**src/mac_pkg.sv**
```systemverilog
// CGA MAC shared package holding the address word type and the CD displacement decode

package mac_pkg;

  // Memory address width of the minicomputer bus
  localparam int ADDR_W = 16;

  // Address queue entries between adder and bus issuer
  localparam int QUEUE_DEPTH_DEF = 4;

  // One memory address word; also the shape of BR, RB, XR and LCA
  typedef logic [ADDR_W-1:0] addr_t;

  // CPU data word as seen by the address adder.
  // With CDS low the whole word is the displacement. With CDS high only the
  // low byte counts, as a signed value, and the high byte is don't care.
  typedef union packed {
    addr_t word;              // Full 16-bit displacement
    struct packed {
      logic [7:0] hi;         // Ignored in byte mode
      logic [7:0] lo;         // Signed byte, bit 7 is sign
    } bytes;
  } disp_u;

endpackage
```
**src/mac_req_if.sv**
```systemverilog
// Address request link carrying one memory address and its write flag between MAC blocks
`timescale 1ns/1ps

interface mac_req_if
  import mac_pkg::*;
();

  logic  put;    // Item offered this cycle
  addr_t addr;   // Memory address
  logic  wr;     // High for a write cycle
  logic  stall;  // Sink cannot take the item

  // An item moves on an edge with put high and stall low.
  // The source holds put, addr and wr steady while stall is high.
  modport source (
    output put,
    output addr,
    output wr,
    input  stall
  );

  modport sink (
    input  put,
    input  addr,
    input  wr,
    output stall
  );

endinterface

```
**src/cga_mac.sv**
```systemverilog
// CGA memory address path top level joining address adder, address queue and bus issuer
`timescale 1ns/1ps

module cga_mac
  import mac_pkg::*;
#(
  parameter int QUEUE_DEPTH = QUEUE_DEPTH_DEF
) (
  input  logic  clk,
  input  logic  reset,

  // Base registers and their selects
  input  addr_t br,
  input  addr_t rb,
  input  addr_t xr,
  input  addr_t lca,
  input  logic  pb,
  input  logic  prb,
  input  logic  px,
  input  logic  plca,

  input  addr_t cd,        // CPU data displacement
  input  logic  cds,       // Low byte only, sign extended
  input  logic  wr,

  input  logic  go,
  output logic  ready,     // go ignored while low

  // Memory side
  input  logic  mem_busy,
  output logic  mem_req,
  output addr_t mem_addr,
  output logic  mem_wr
);

  mac_req_if add_q ();     // Adder to queue
  mac_req_if q_iss ();     // Queue to issuer

  mac_add u_add (
    .clk   (clk),
    .reset (reset),
    .go    (go),
    .br    (br),
    .rb    (rb),
    .xr    (xr),
    .lca   (lca),
    .pb    (pb),
    .prb   (prb),
    .px    (px),
    .plca  (plca),
    .cd    (disp_u'(cd)),
    .cds   (cds),
    .wr    (wr),
    .ready (ready),
    .out   (add_q.source)
  );

  mac_addr_queue #(
    .DEPTH (QUEUE_DEPTH)
  ) u_queue (
    .clk   (clk),
    .reset (reset),
    .in    (add_q.sink),
    .out   (q_iss.source)
  );

  mac_bus_issue u_issue (
    .clk      (clk),
    .reset    (reset),
    .mem_busy (mem_busy),
    .in       (q_iss.sink),
    .mem_req  (mem_req),
    .mem_addr (mem_addr),
    .mem_wr   (mem_wr)
  );

endmodule

```
**src/mac_bus_issue.sv**
```systemverilog
// MAC bus issuer that takes the queue head and presents it to memory as a one-cycle request
`timescale 1ns/1ps

module mac_bus_issue
  import mac_pkg::*;
(
  input  logic  clk,
  input  logic  reset,
  input  logic  mem_busy,   // Memory cannot accept a request
  mac_req_if.sink in,
  output logic  mem_req,    // One-cycle request strobe
  output addr_t mem_addr,
  output logic  mem_wr
);

  logic take;

  // Memory busy is the only thing that holds the head back
  assign in.stall = mem_busy;
  assign take     = in.put & ~mem_busy;

  always_ff @(posedge clk) begin
    if (reset)
      mem_req <= 1'b0;
    else
      mem_req <= take;      // Back to back when items keep coming
  end

  // Address and direction valid alongside mem_req
  always_ff @(posedge clk) begin
    if (take) begin
      mem_addr <= in.addr;
      mem_wr   <= in.wr;
    end
  end

  // A request is never stretched unless a new item was taken
  a_req_pulse: assert property (
    @(posedge clk) disable iff (reset)
    mem_req && !take |=> !mem_req
  ) else $error("mac_bus_issue mem_req held without a new item");

endmodule

```
**src/mac_addr_queue.sv**
```systemverilog
// MAC address queue buffering pending address and write flag pairs between adder and issuer
`timescale 1ns/1ps

module mac_addr_queue
  import mac_pkg::*;
#(
  parameter int DEPTH = QUEUE_DEPTH_DEF
) (
  input  logic clk,
  input  logic reset,
  mac_req_if.sink   in,
  mac_req_if.source out
);

  localparam int PTR_W = (DEPTH > 1) ? $clog2(DEPTH) : 1;
  localparam int CNT_W = $clog2(DEPTH + 1);

  addr_t            addr_mem [DEPTH];
  logic             wr_mem   [DEPTH];
  logic [PTR_W-1:0] wr_ptr;
  logic [PTR_W-1:0] rd_ptr;
  logic [CNT_W-1:0] count;
  logic             push;
  logic             pop;

  // Full queue holds off the adder
  assign in.stall = (count == CNT_W'(DEPTH));
  assign push     = in.put & ~in.stall;

  // Head is offered whenever anything is stored
  assign out.put  = (count != '0);
  assign out.addr = addr_mem[rd_ptr];
  assign out.wr   = wr_mem[rd_ptr];
  assign pop      = out.put & ~out.stall;

  // Storage, no reset needed on payload
  always_ff @(posedge clk) begin
    if (push) begin
      addr_mem[wr_ptr] <= in.addr;
      wr_mem[wr_ptr]   <= in.wr;
    end
  end

  always_ff @(posedge clk) begin
    if (reset) begin
      wr_ptr <= '0;
      rd_ptr <= '0;
      count  <= '0;
    end else begin
      if (push) begin
        if (wr_ptr == PTR_W'(DEPTH - 1))
          wr_ptr <= '0;
        else
          wr_ptr <= wr_ptr + 1'b1;
      end
      if (pop) begin
        if (rd_ptr == PTR_W'(DEPTH - 1))
          rd_ptr <= '0;
        else
          rd_ptr <= rd_ptr + 1'b1;
      end
      // Simultaneous push and pop leaves count alone
      case ({push, pop})
        2'b10:   count <= count + 1'b1;
        2'b01:   count <= count - 1'b1;
        default: count <= count;
      endcase
    end
  end

  a_no_overflow: assert property (
    @(posedge clk) disable iff (reset)
    count <= CNT_W'(DEPTH)
  ) else $error("mac_addr_queue count above DEPTH");

  // An empty queue stays empty unless the adder delivers
  a_no_underflow: assert property (
    @(posedge clk) disable iff (reset)
    (count == '0) && !push |=> (count == '0)
  ) else $error("mac_addr_queue count wrapped below zero");

endmodule

```
**src/mac_add.sv**
```systemverilog
// MAC address adder that ORs the selected base registers, adds the CD displacement and holds the result
`timescale 1ns/1ps

module mac_add
  import mac_pkg::*;
(
  input  logic  clk,
  input  logic  reset,
  input  logic  go,     // Request one address
  input  addr_t br,     // B register
  input  addr_t rb,     // Microcode register B
  input  addr_t xr,     // X register
  input  addr_t lca,    // Load control address
  input  logic  pb,
  input  logic  prb,
  input  logic  px,
  input  logic  plca,
  input  disp_u cd,     // CPU data displacement
  input  logic  cds,    // Byte displacement mode
  input  logic  wr,
  output logic  ready,
  mac_req_if.source out
);

  addr_t base;
  addr_t disp;
  addr_t sum;
  logic  take;

  // Wired-OR of whichever base registers are selected, zero when none
  always_comb begin
    base = '0;
    if (pb)
      base = base | br;
    if (prb)
      base = base | rb;
    if (px)
      base = base | xr;
    if (plca)
      base = base | lca;
  end

  // Byte mode drops the high byte and extends bit 7 upward
  always_comb begin
    if (cds)
      disp = {{(ADDR_W-8){cd.bytes.lo[7]}}, cd.bytes.lo};
    else
      disp = cd.word;
  end

  assign sum = base + disp;  // Wraps modulo 2^16

  // Busy only while an item sits here that the queue has not taken
  assign ready = ~(out.put & out.stall);
  assign take  = go & ready;

  always_ff @(posedge clk) begin
    if (reset) begin
      out.put <= 1'b0;
    end else if (take) begin
      out.put <= 1'b1;
    end else if (!out.stall) begin
      out.put <= 1'b0;        // Item moved, nothing new
    end
  end

  // Result register toward the queue
  always_ff @(posedge clk) begin
    if (take) begin
      out.addr <= sum;
      out.wr   <= wr;
    end
  end

  // A held item stays offered and unchanged until the queue has room
  a_hold_item: assert property (
    @(posedge clk) disable iff (reset)
    out.put && out.stall |=> out.put && $stable(out.addr) && $stable(out.wr)
  ) else $error("mac_add dropped or changed an item under stall");

endmodule

```
**config.mk**
```make
export PLATFORM = sky130hd
export DESIGN_NAME = cga_mac
export DESIGN_NICKNAME = d
export VERILOG_FILES = /design/src/mac_pkg.sv /design/src/mac_req_if.sv /design/src/cga_mac.sv /design/src/mac_bus_issue.sv /design/src/mac_addr_queue.sv /design/src/mac_add.sv
export SDC_FILE = /design/constraint.sdc
export NUM_CORES = 1
export LEC_CHECK = 0
export ABC_AREA = 1
export BUFFER_PORTS_ARGS = -buffer_cell sky130_fd_sc_hd__buf_4
export CELL_PAD_IN_SITES_DETAIL_PLACEMENT = 1
export CELL_PAD_IN_SITES_GLOBAL_PLACEMENT = 1
export CORE_ASPECT_RATIO = 1.2
export CORE_MARGIN = 2
export CORE_UTILIZATION = 30
export DETAILED_ROUTE_END_ITERATION = 8
export PLACE_DENSITY = 0.66
export SYNTH_ARGS = -nofsm -noshare
export SYNTH_HDL_FRONTEND = slang
export SYNTH_HIERARCHICAL = 1
export SYNTH_SLANG_ARGS = --single-unit
```
**constraint.sdc**
```tcl
create_clock -name clk -period 2.5 [get_ports clk]
set_clock_uncertainty 0.15 [all_clocks]
set_input_delay 0.5 -clock clk [delete_from_list [all_inputs] [get_ports clk]]
set_output_delay 0.5 -clock clk [all_outputs]
set_load 0.1 [all_outputs]
```
* Word-level counts from Yosys, hierarchy flattened
Memory sizes are Yosys's and may differ from the RTL's. A register that Yosys moved wholly into a read port is not among the register bits. Index checks and enable logic that the tools add are counted.
Word-level totals: bits in registers 26, bits in writable memories 68, input port bits 90, output and inout port bits 19, memories 2
Cells by class: $add $sub $neg 5, equal/unequal tests 6, multiplexer cells 12, bitwise logic cells 10, reduce and logical (&&, ||, !) cells 2
Memory list:
- u_queue.addr_mem | depth 4, width 16, read ports 1, clocked after memory_dff 1, write ports 1, RTL line mac_addr_queue.sv:18 | addr_t addr_mem [DEPTH];
- u_queue.wr_mem | depth 4, width 1, read ports 1, clocked after memory_dff 1, write ports 1, RTL line mac_addr_queue.sv:19 | logic wr_mem [DEPTH];
Operator list (number):
- $mux W16 | 5
- $or A16 B16 Y16 | 3
- $add A16 B16 Y16 | 1
- $eq A2 B2 Y1 const B | 3
- $pmux W3 S2 | 1
- $add A2 B1 Y2 const B | 2
- $and A1 B1 Y1 | 4
- $mux W1 | 4
- $mux W2 | 2
- $add A3 B1 Y3 const B | 1
- $eq A3 B3 Y1 const B | 1
- $not A1 Y1 | 3
- $reduce_bool A3 Y1 | 1
- $sub A3 B1 Y3 const B | 1
- $eq A2 B1 Y1 const B | 1
- $ne A2 B2 Y1 const B | 1
- $reduce_bool A2 Y1 | 1

* Longest topological paths before layout
Gate-level depths: netlist of the first run.
depth after elaboration 8, mapped depth 14, mapped depth without buffers 13

* Modules after synthesis
The synthesis of the first run kept the hierarchy.
Modules (own cells, without submodules):
- mac_addr_queue | times used 1, cells an instance 236, area each 3088.0 um^2
- mac_add | times used 1, cells an instance 312, area each 1973.1 um^2
- mac_bus_issue | times used 1, cells an instance 23, area each 558.0 um^2

* Worst setup path after synthesis of the first run
No wires, ideal clock.
path kind input -> register, from in prb, to reg u_add.out.addr[8] (data pin), library setup time 260 ps, arrival 2010 ps, data required time 2090 ps, path slack 80 ps, stages 12, path buffers 2, path through buf_2 buf_2 nand2_1 nand4_1 ha_1 fa_1 nand2_1 nand2_1 and2_4 nand2_1 nand2_1 xor2_1
Between the ends: word-level cells in the longest chain between the ends 6
RTL lines:
- from (decl) | RTL line cga_mac.sv:18 | input logic prb,
- $mux W16 (*) | RTL line mac_add.sv:35 | if (prb)
- $or A16 B16 Y16 | RTL line mac_add.sv:38 | base = base | xr;
- $mux W16 (*) | RTL line mac_add.sv:37 | if (px)
- $or A16 B16 Y16 | RTL line mac_add.sv:40 | base = base | lca;
- $mux W16 (*) | RTL line mac_add.sv:39 | if (plca)
- $add A16 B16 Y16 (*) | RTL line mac_add.sv:51 | assign sum = base + disp;
- net u_add.sum[8] | RTL line mac_add.sv:27 | addr_t sum;
- to (signal assigned) | RTL line mac_add.sv:70 | out.addr <= sum;
- to (decl) | RTL line mac_req_if.sv:17 | output addr,
The timed path passes the listed nets; every way through them passes the cells marked *. A chain may end at the register's enable or synchronous reset.

* Final worst setup path of the first run
from in plca, to reg u_add.out.addr[11] (data pin)
Between the ends: word-level cells in the longest chain between the ends 2
RTL lines:
- from (decl) | RTL line cga_mac.sv:20 | input logic plca,
- $mux W16 | RTL line mac_add.sv:39
- $add A16 B16 Y16 | RTL line mac_add.sv:51
- net u_add.sum[11] | RTL line mac_add.sv:27
The timed path passes the listed nets, and every way through them passes these cells.

==> results of run 1 <==
registers in the layout, summed over array words and instances, names as in the netlist, 2 cells and up, named ones only:
name              count
u_queue/count         3
u_queue/rd_ptr        2
u_queue/addr_mem     64
u_issue/mem_addr     16
u_add/out.addr       16
u_queue/wr_ptr        2
u_queue/wr_mem        4
per-stage QoR:
step / instances / power, mW / utilization (%)
2_1_floorplan: 571 / 4.43 / -
6_report: 931 / 7.78 / 40.3
3_5_place_dp: 899 / 5.09 / 36.7
4_1_cts: 931 / 7.86 / 40.3
3_3_place_gp: 899 / 4.99 / 36.7
5_1_grt: 931 / 8.13 / 40.3
Yosys cell counts, types with 4 or more instances:
master    number  area share, %
nand2_1      154             10
edfxtp_1     102             55
nor2_1        72            4.8
inv_1         55            3.7
ha_1          22            4.9
o21ai_0       18            1.6
nand4_1       17            1.9
o22ai_1       17            1.9
nand2_2       12            1.3
a21oi_1       11           0.98
dfxtp_1       11            3.9
nand3_1       10           0.89
o21ai_1       10           0.89
o21ai_2       10            1.6
buf_2          7           0.62
buf_4          6           0.80
inv_2          6           0.40
xor2_1         6           0.94
buf_6          4           0.80
nand3b_1       4           0.53
power breakdown:
group	total, mW	internal (mW)	switching [mW]
Combinational	2.40	0.672	1.73
Clock	2.74	1.94	0.796
Sequential	2.65	2.48	0.170
Total	7.78	5.09	2.69
cell families (layout without fill, tap and decap cells):
kind of cell / count (synthesis) / count (layout) / synth area share, %
AOI/OAI and AO/OA: 68 / 68 / 7.24
xor gates and xnor gates: 7 / 7 / 1.09
adders and majority gates: 24 / 24 / 5.61
buffers and inverters: 81 / 217 / 6.64
DFF: 113 / 113 / 58.4
and+or+nand+nor: 278 / 278 / 21.0
worst min-delay path by stage:
| stage | start | endpoint | cells past startpoint |
|---|---|---|---|
| 2_1_floorplan | u_add/out.addr[0] | u_queue/addr_mem[0][0] | 0 |
| 3_3_place_gp | u_add/out.addr[11] | u_queue/addr_mem[0][11] | 0 |
| 3_5_place_dp | u_add/out.addr[11] | u_queue/addr_mem[0][11] | 0 |
| 4_1_cts | wr | u_add/out.wr | 1 |
| 5_1_grt | wr | u_add/out.wr | 1 |
| 6_report | wr | u_add/out.wr | 1 |
metal layers:
| metal | share of wire [%] | track usage (%) | vias up |
|---|---|---|---|
| li1 | - | - | 2149 |
| met1 | 41 | 15.7 | 2042 |
| met2 | 52 | 28.5 | 130 |
| met3 | 5.0 | 3.27 | 17 |
| met4 | 1.5 | 5.59 | 0 |
| met5 | 0 | 0 | - |
final cells by class:
class                      instances  area [sq um]
timing repair buffer             123           923
inverter                          62           238
fill                            2065         10900
sequential                       113          3280
clock inverter                    15           244
multi-input combinational        377          1960
tap                              224           280
clock buffer                      17           425
layout by cell type, fill, tap and decap left out, drive strengths merged:
| cell type | Yosys | routed |
|---|---|---|
| bufinv | 0 | 7 |
| nand3b | 4 | 4 |
| or2 | 2 | 2 |
| fa | 2 | 2 |
| edfxtp | 102 | 102 |
| xnor2 | 1 | 1 |
| o21ai | 38 | 38 |
| xor2 | 6 | 6 |
| nand2 | 166 | 166 |
| clkbuf | 2 | 17 |
| and2 | 1 | 1 |
| ha | 22 | 22 |
| nor3 | 3 | 3 |
| o22ai | 17 | 17 |
| dfxtp | 11 | 11 |
| clkinv | 0 | 8 |
| buf | 17 | 123 |
| nand3 | 10 | 10 |
| inv | 62 | 62 |
| nor2 | 75 | 75 |
| nand4 | 17 | 17 |
| a21oi | 13 | 13 |
==> impl_results.md, run 1 <==
* Status: completed
* Core area at ~18000 sq um
* Initial antenna violation count at 0
* DP HPWL at 10700 um
* IO Port Bufs at roughly 110
* Largest net degree at the start of global routing at 35
* Fin. Hold Viols at 0
* Vias in the first global route at 4793
* Sink Count at roughly 110
* Gr usage total at 14.9%
* LEAKAGE at between 3 and 4 nW
* Post-Layout Inst Area at approximately 7400 sq um
* GR Overflow Total at 0
* Vias at between 4000 and 5000
* Pre-antenna DRT Iters at 4
* Power Density at about 1100 nW/um^2
* Yosys warning total at 6
* PnR worst setup slack at between 0.4 and 0.5 ns
* First-pass GRT wire length at about 23000 um
* Synth-to-Final Area Change at 30.9%
* Asr flop ratio synth at 0%
* Tmin final at a little over 2 ns
* GP Congestion at 0.784
* Clock Path Buffers at 2
* Sum Neg Setup Slack at 0 ns
* DRC errors left at 0
* Data arrival, critical path at roughly 2.1 ns
* H-tree depth at 4
* Setup crit start: plca
* Post-CTS Hold Fix Bufs at 0
* Cell Chain, Critical Path: buf_4, nand2_1, nand4_1, ha_1, nand2_1, inv_1, a21oi_1, nand2_2, nand2_1, nand2_1, nand2_1, nand2_1
* CP Class: in2reg
* Initial Util at 30.8%
* Clock-pin slew on the worst setup and hold paths at ~0.050 ns
* Worst Setup EP: u_add/out.addr[11]
* R2R Path Start: u_queue/count[2]
* CP top delay family: simple AND/OR/NAND/NOR gates
* CP endpoint kind: flip-flop
* Wire per inst at between 15 and 20 um
* WP data required at about 2.5 ns
* I/O Pins at ~110
* Final setup violation count at 0
* Antenna Cells at 0
* Slowest Stage Delay on Critical Path at between 0.3 and 0.4 ns
* Hold slack final at around 0.13 ns
* Setup slack, reg-to-reg at approximately 0.53 ns
* CTS tree: yes
* Number of synthesized flops with an enable pin at slightly above 100
* Number of CTS-inserted buffers at 17
* Unrepaired setup endpoints after global routing: false
* Min-delay worst type: in2reg
* Bufs and invs on worst path at 2
* Final Net Count at 808
* Seq/Total Area, Yosys at between 50% and 60%
* Place WS at -0.00281 ns
* Seq cells post-synth at 113
* Mapped Cells at between 500 and 600
* Worst Path Max Fanout at 16
* DIE WIDTH at around 130 um
* Post-CTS Setup Repair Bufs at 0
* Fin. max-slew vios at 0
* Max Clk Rate at 0.482 GHz
* Synth Cell Area at 5620 sq um
* Mean Syn Cell Area at a little under 10 sq um
* PostCTS Resize Cnt at 0
* Syn Nets at slightly below 700
* Worst Setup Start Kind: input port
* Critical path's slowest cell: ha_1
* Worst slew pin tran at between 0.6 and 0.7 ns
* Max VDD drop at around 0.5 mV
* Antenna-violating nets left at 0
* Distinct cells, synth at 29
* Cell depth of the worst flop-to-flop path at 13
* Levels on crit path at 12
* Die ar. at 19800 sq um
* Initial DRC count at around 180
* Final WL at 14500 um
* Die Height at 154 um
* Proportion of layout cells with a drive suffix above 1 at between 20% and 30%
* Prevailing post-synth register cell: edfxtp_1
* MaxCap Viol Count at 0
* Clock root buffer master: clkbuf_16
* Period utilisation layout at between 80 and 90%
* Rel. slew slack at a little over half
* Placed instance area at about 6700 sq um
* Reg-to-reg endpoint: u_queue/count[2]
* Cell repeated most along the worst path: nand2_1
* Clk Latency, worst-skew pair at around 0.4 ns
* Via density at about 4.7
* Cell Rows at between 50 and 60
Note: power is estimated with default switching activity, not from simulation.
==> run 2: changes to the inputs <==
==> constraint.sdc (replaced) <==
create_clock -name clk -period 1.9 [get_ports clk]
set_clock_uncertainty 0.15 [all_clocks]
set_input_delay 0.38 -clock clk [delete_from_list [all_inputs] [get_ports clk]]
set_output_delay 0.38 -clock clk [all_outputs]
set_load 0.1 [all_outputs]
==> run 2 against run 1 <==
Net effect:
- cell count is 2.5% higher
- sequential share of layout area is 1.9 points lower
- sequential power is 31% higher
- clock power is 14% higher
- via count is 0.37% higher
- first-iteration DRC count is 21% lower
- worst hold slack worse by 0.038 ns
- sequential cell count stayed put
- design area is 4.7% higher
- total power is 28% higher
- register-to-register slack worse by 0.39 ns
- critical endpoint is now ready
- largest power group is now sequential cells
- highest routed layer unchanged
==> impl_results.md, run 2 (same netlist as run 1, synthesis figures left out) <==
* GR Overflow Total at 0 (unchanged)
* DIE WIDTH at 129 um (unchanged)
* DRC errors left at 0 (unchanged)
* Antenna Cells at 0 (unchanged)
* Commonest non-fill, non-tap cells in the layout: nand2_1 (142), buf_4 (133), edfxtp_1 (102) (was nand2_1 (154), buf_4 (123), edfxtp_1 (102))
* Hold slack final at 0.0906 ns (was 0.129 ns)
* PnR worst setup slack at 0.0722 ns (was 0.427 ns)
* Worst slew pin tran at 0.436 ns (was 0.682 ns)
* DP HPWL at 10100 um (was 10700 um)
* Wire per inst at 14.3 um (was 15.6 um)
* Clock-pin slew on the worst setup and hold paths at 0.05 ns (about the same)
* Clock root buffer master: clkbuf_16 (unchanged)
* Power Density at 1300 nW/um^2 (was 1060 nW/um^2)
* CTS tree: yes (unchanged)
* Max reg flops at 64 (unchanged)
* Gr usage total at 14.1% (was 14.9%)
* Initial Util at 30.8% (unchanged)
* IO Port Bufs at 108 (unchanged)
* H-tree depth at 4 (unchanged)
* GP Congestion at 0.823 (was 0.784)
* Critical path's slowest cell: dfxtp_2 (was ha_1)
* MaxCap Viol Count at 0 (unchanged)
* Final setup violation count at 0 (unchanged)
* Tmin final at ~1.8 ns
* Clk Latency, worst-skew pair at 0.40 ns (was 0.41 ns)
* Final WL at 13700 um (was 14500 um)
* Core area at 18200 sq um (unchanged)
* Final Net Count at 831 (was 808)
* Placed cells at 913 (was 899)
* Place WS at -0.404 ns (was -0.00281 ns)
* Via density at 4.56 (was 4.66)
* Period utilisation layout at between 90 and 100%
* LEAKAGE at 3.30 nW (was 3.21 nW)
* Clock Path Buffers at 2 (unchanged)
* Fin. max-slew vios at 0 (unchanged)
* Largest regs: u_queue/addr_mem x64, u_add/out.addr x16, u_issue/mem_addr x16 (unchanged)
* Layout Utilization at 42.2% (was 40.3%)
* Fin cells at 954 (was 931)
* Largest Register: u_queue/addr_mem (unchanged)
* Vias in the first global route at 4648 (was 4793)
* I/O Pins at 109 (unchanged)
* Data arrival, critical path at 1.30 ns (was 2.08 ns)
* CP Class: reg2out (was in2reg)
* Initial DRC count at 143 (was 182)
* Antenna-violating nets left at 0 (unchanged)
* Vias at 4354 (was 4338)
* First-pass GRT wire length at 22100 um (was 23000 um)
* Cell Rows at 54 (unchanged)
* Slowest Stage Delay on Critical Path at 0.33 ns (was 0.36 ns)
* Min-delay worst type: in2reg (unchanged)
* Worst Path Max Fanout at 3 (was 16)
* Sink Count at 113 (unchanged)
* WP data required at 1.37 ns (was 2.51 ns)
* Fin. Hold Viols at 0 (unchanged)
* Design Power at 9.98 mW (was 7.78 mW)
* Proportion of layout cells with a drive suffix above 1 at 33.6% (was 26.6%)
* Largest net degree at the start of global routing at 35 (unchanged)
* Rel. slew slack at 70.9% (was 54.5%)
* Synth-to-Final Area Change at 37.1% (was 30.9%)
* CP endpoint kind: output port (was flip-flop)
* Die Height at 154 um (unchanged)
* Pre-antenna DRT Iters at 4 (unchanged)
* Commonest non-fill, non-tap cell in the layout: nand2_1 (unchanged)
* Number of CTS-inserted buffers at 17 (unchanged)
* Max Clk Rate at 0.547 GHz
* Die ar. at 19800 sq um (unchanged)
* Cell Chain, Critical Path: nor2_4, nand2_4, inv_4, nand2_2, buf_12 (was buf_4, nand2_1, nand4_1, ha_1, nand2_1, inv_1, a21oi_1, nand2_2, nand2_1, nand2_1, nand2_1, nand2_1)
* Worst Setup Start Kind: flip-flop (was input port)
* Initial antenna violation count at 0 (unchanged)
* Status: completed (unchanged)
* Max VDD drop at 0.612 mV (was 0.498 mV)
==> run 2: final timing paths <==
kind,slack [ns],startpoint,to,cells past startpoint
min reg2reg,0.35,u_add/out.addr[11],u_queue/addr_mem[3][11],0
max reg2reg,0.14,u_queue/count[0],u_queue/count[1],8
max,0.07,u_queue/count[0],ready,5
min,0.09,mem_busy,u_issue/mem_req,4
==> run 2: cell type report <==
class,instances,area (sq um)
Tap cell,224,280
Fill cell,2068,10500
Multi-Input combinational cell,377,2100
Timing Repair Buffer,146,1190
Clock buffer,17,425
Inverter,62,240
Sequential cell,113,3290
Clock inverter,15,169
==> run 2: per-layer routing <==
metal	share of wire (%)	GRT usage [%]	vias up
li1	-	-	2200
met1	41	15.6	2008
met2	52	25.6	132
met3	5.8	4.31	14
met4	1.5	4.40	0
met5	0	0	-
==> run 2: metrics by stage <==
stage / cell area, sq um / TNS, ns
floorplan: 5690 / -2.22
global placement: 6880 / -3.36
detailed placement: 6880 / -3.93
CTS: 7510 / 0
global route: 7700 / -0.0184
finish: 7700 / 0
==> run 2: repair_timing <==
| action | 4_1_cts | 5_1_grt |
|---|---|---|
| hold buffers | 2 | 0 |
| endpoints found under the hold margin | 3 | 0 |
| endpoints found under the setup margin | 2 | 9 |
| pin swaps | 0 | 16 |
| resized for setup | 7 | 35 |
| buffers inserted | 0 | 7 |
==> run 2: worst max-delay path: cells and delay by family (launching register included) <==
kind,cells,cell delay [ns]
buffers and inverters,2,0.25
DFF,1,0.33
and+or+nand+nor,3,0.31
==> run 2: report_power, final <==
part / total [mW] / switching, mW / internal (mW)
Clock: 3.13 / 1.08 / 2.04
Sequential: 3.47 / 0.201 / 3.27
Combinational: 3.39 / 2.32 / 1.07
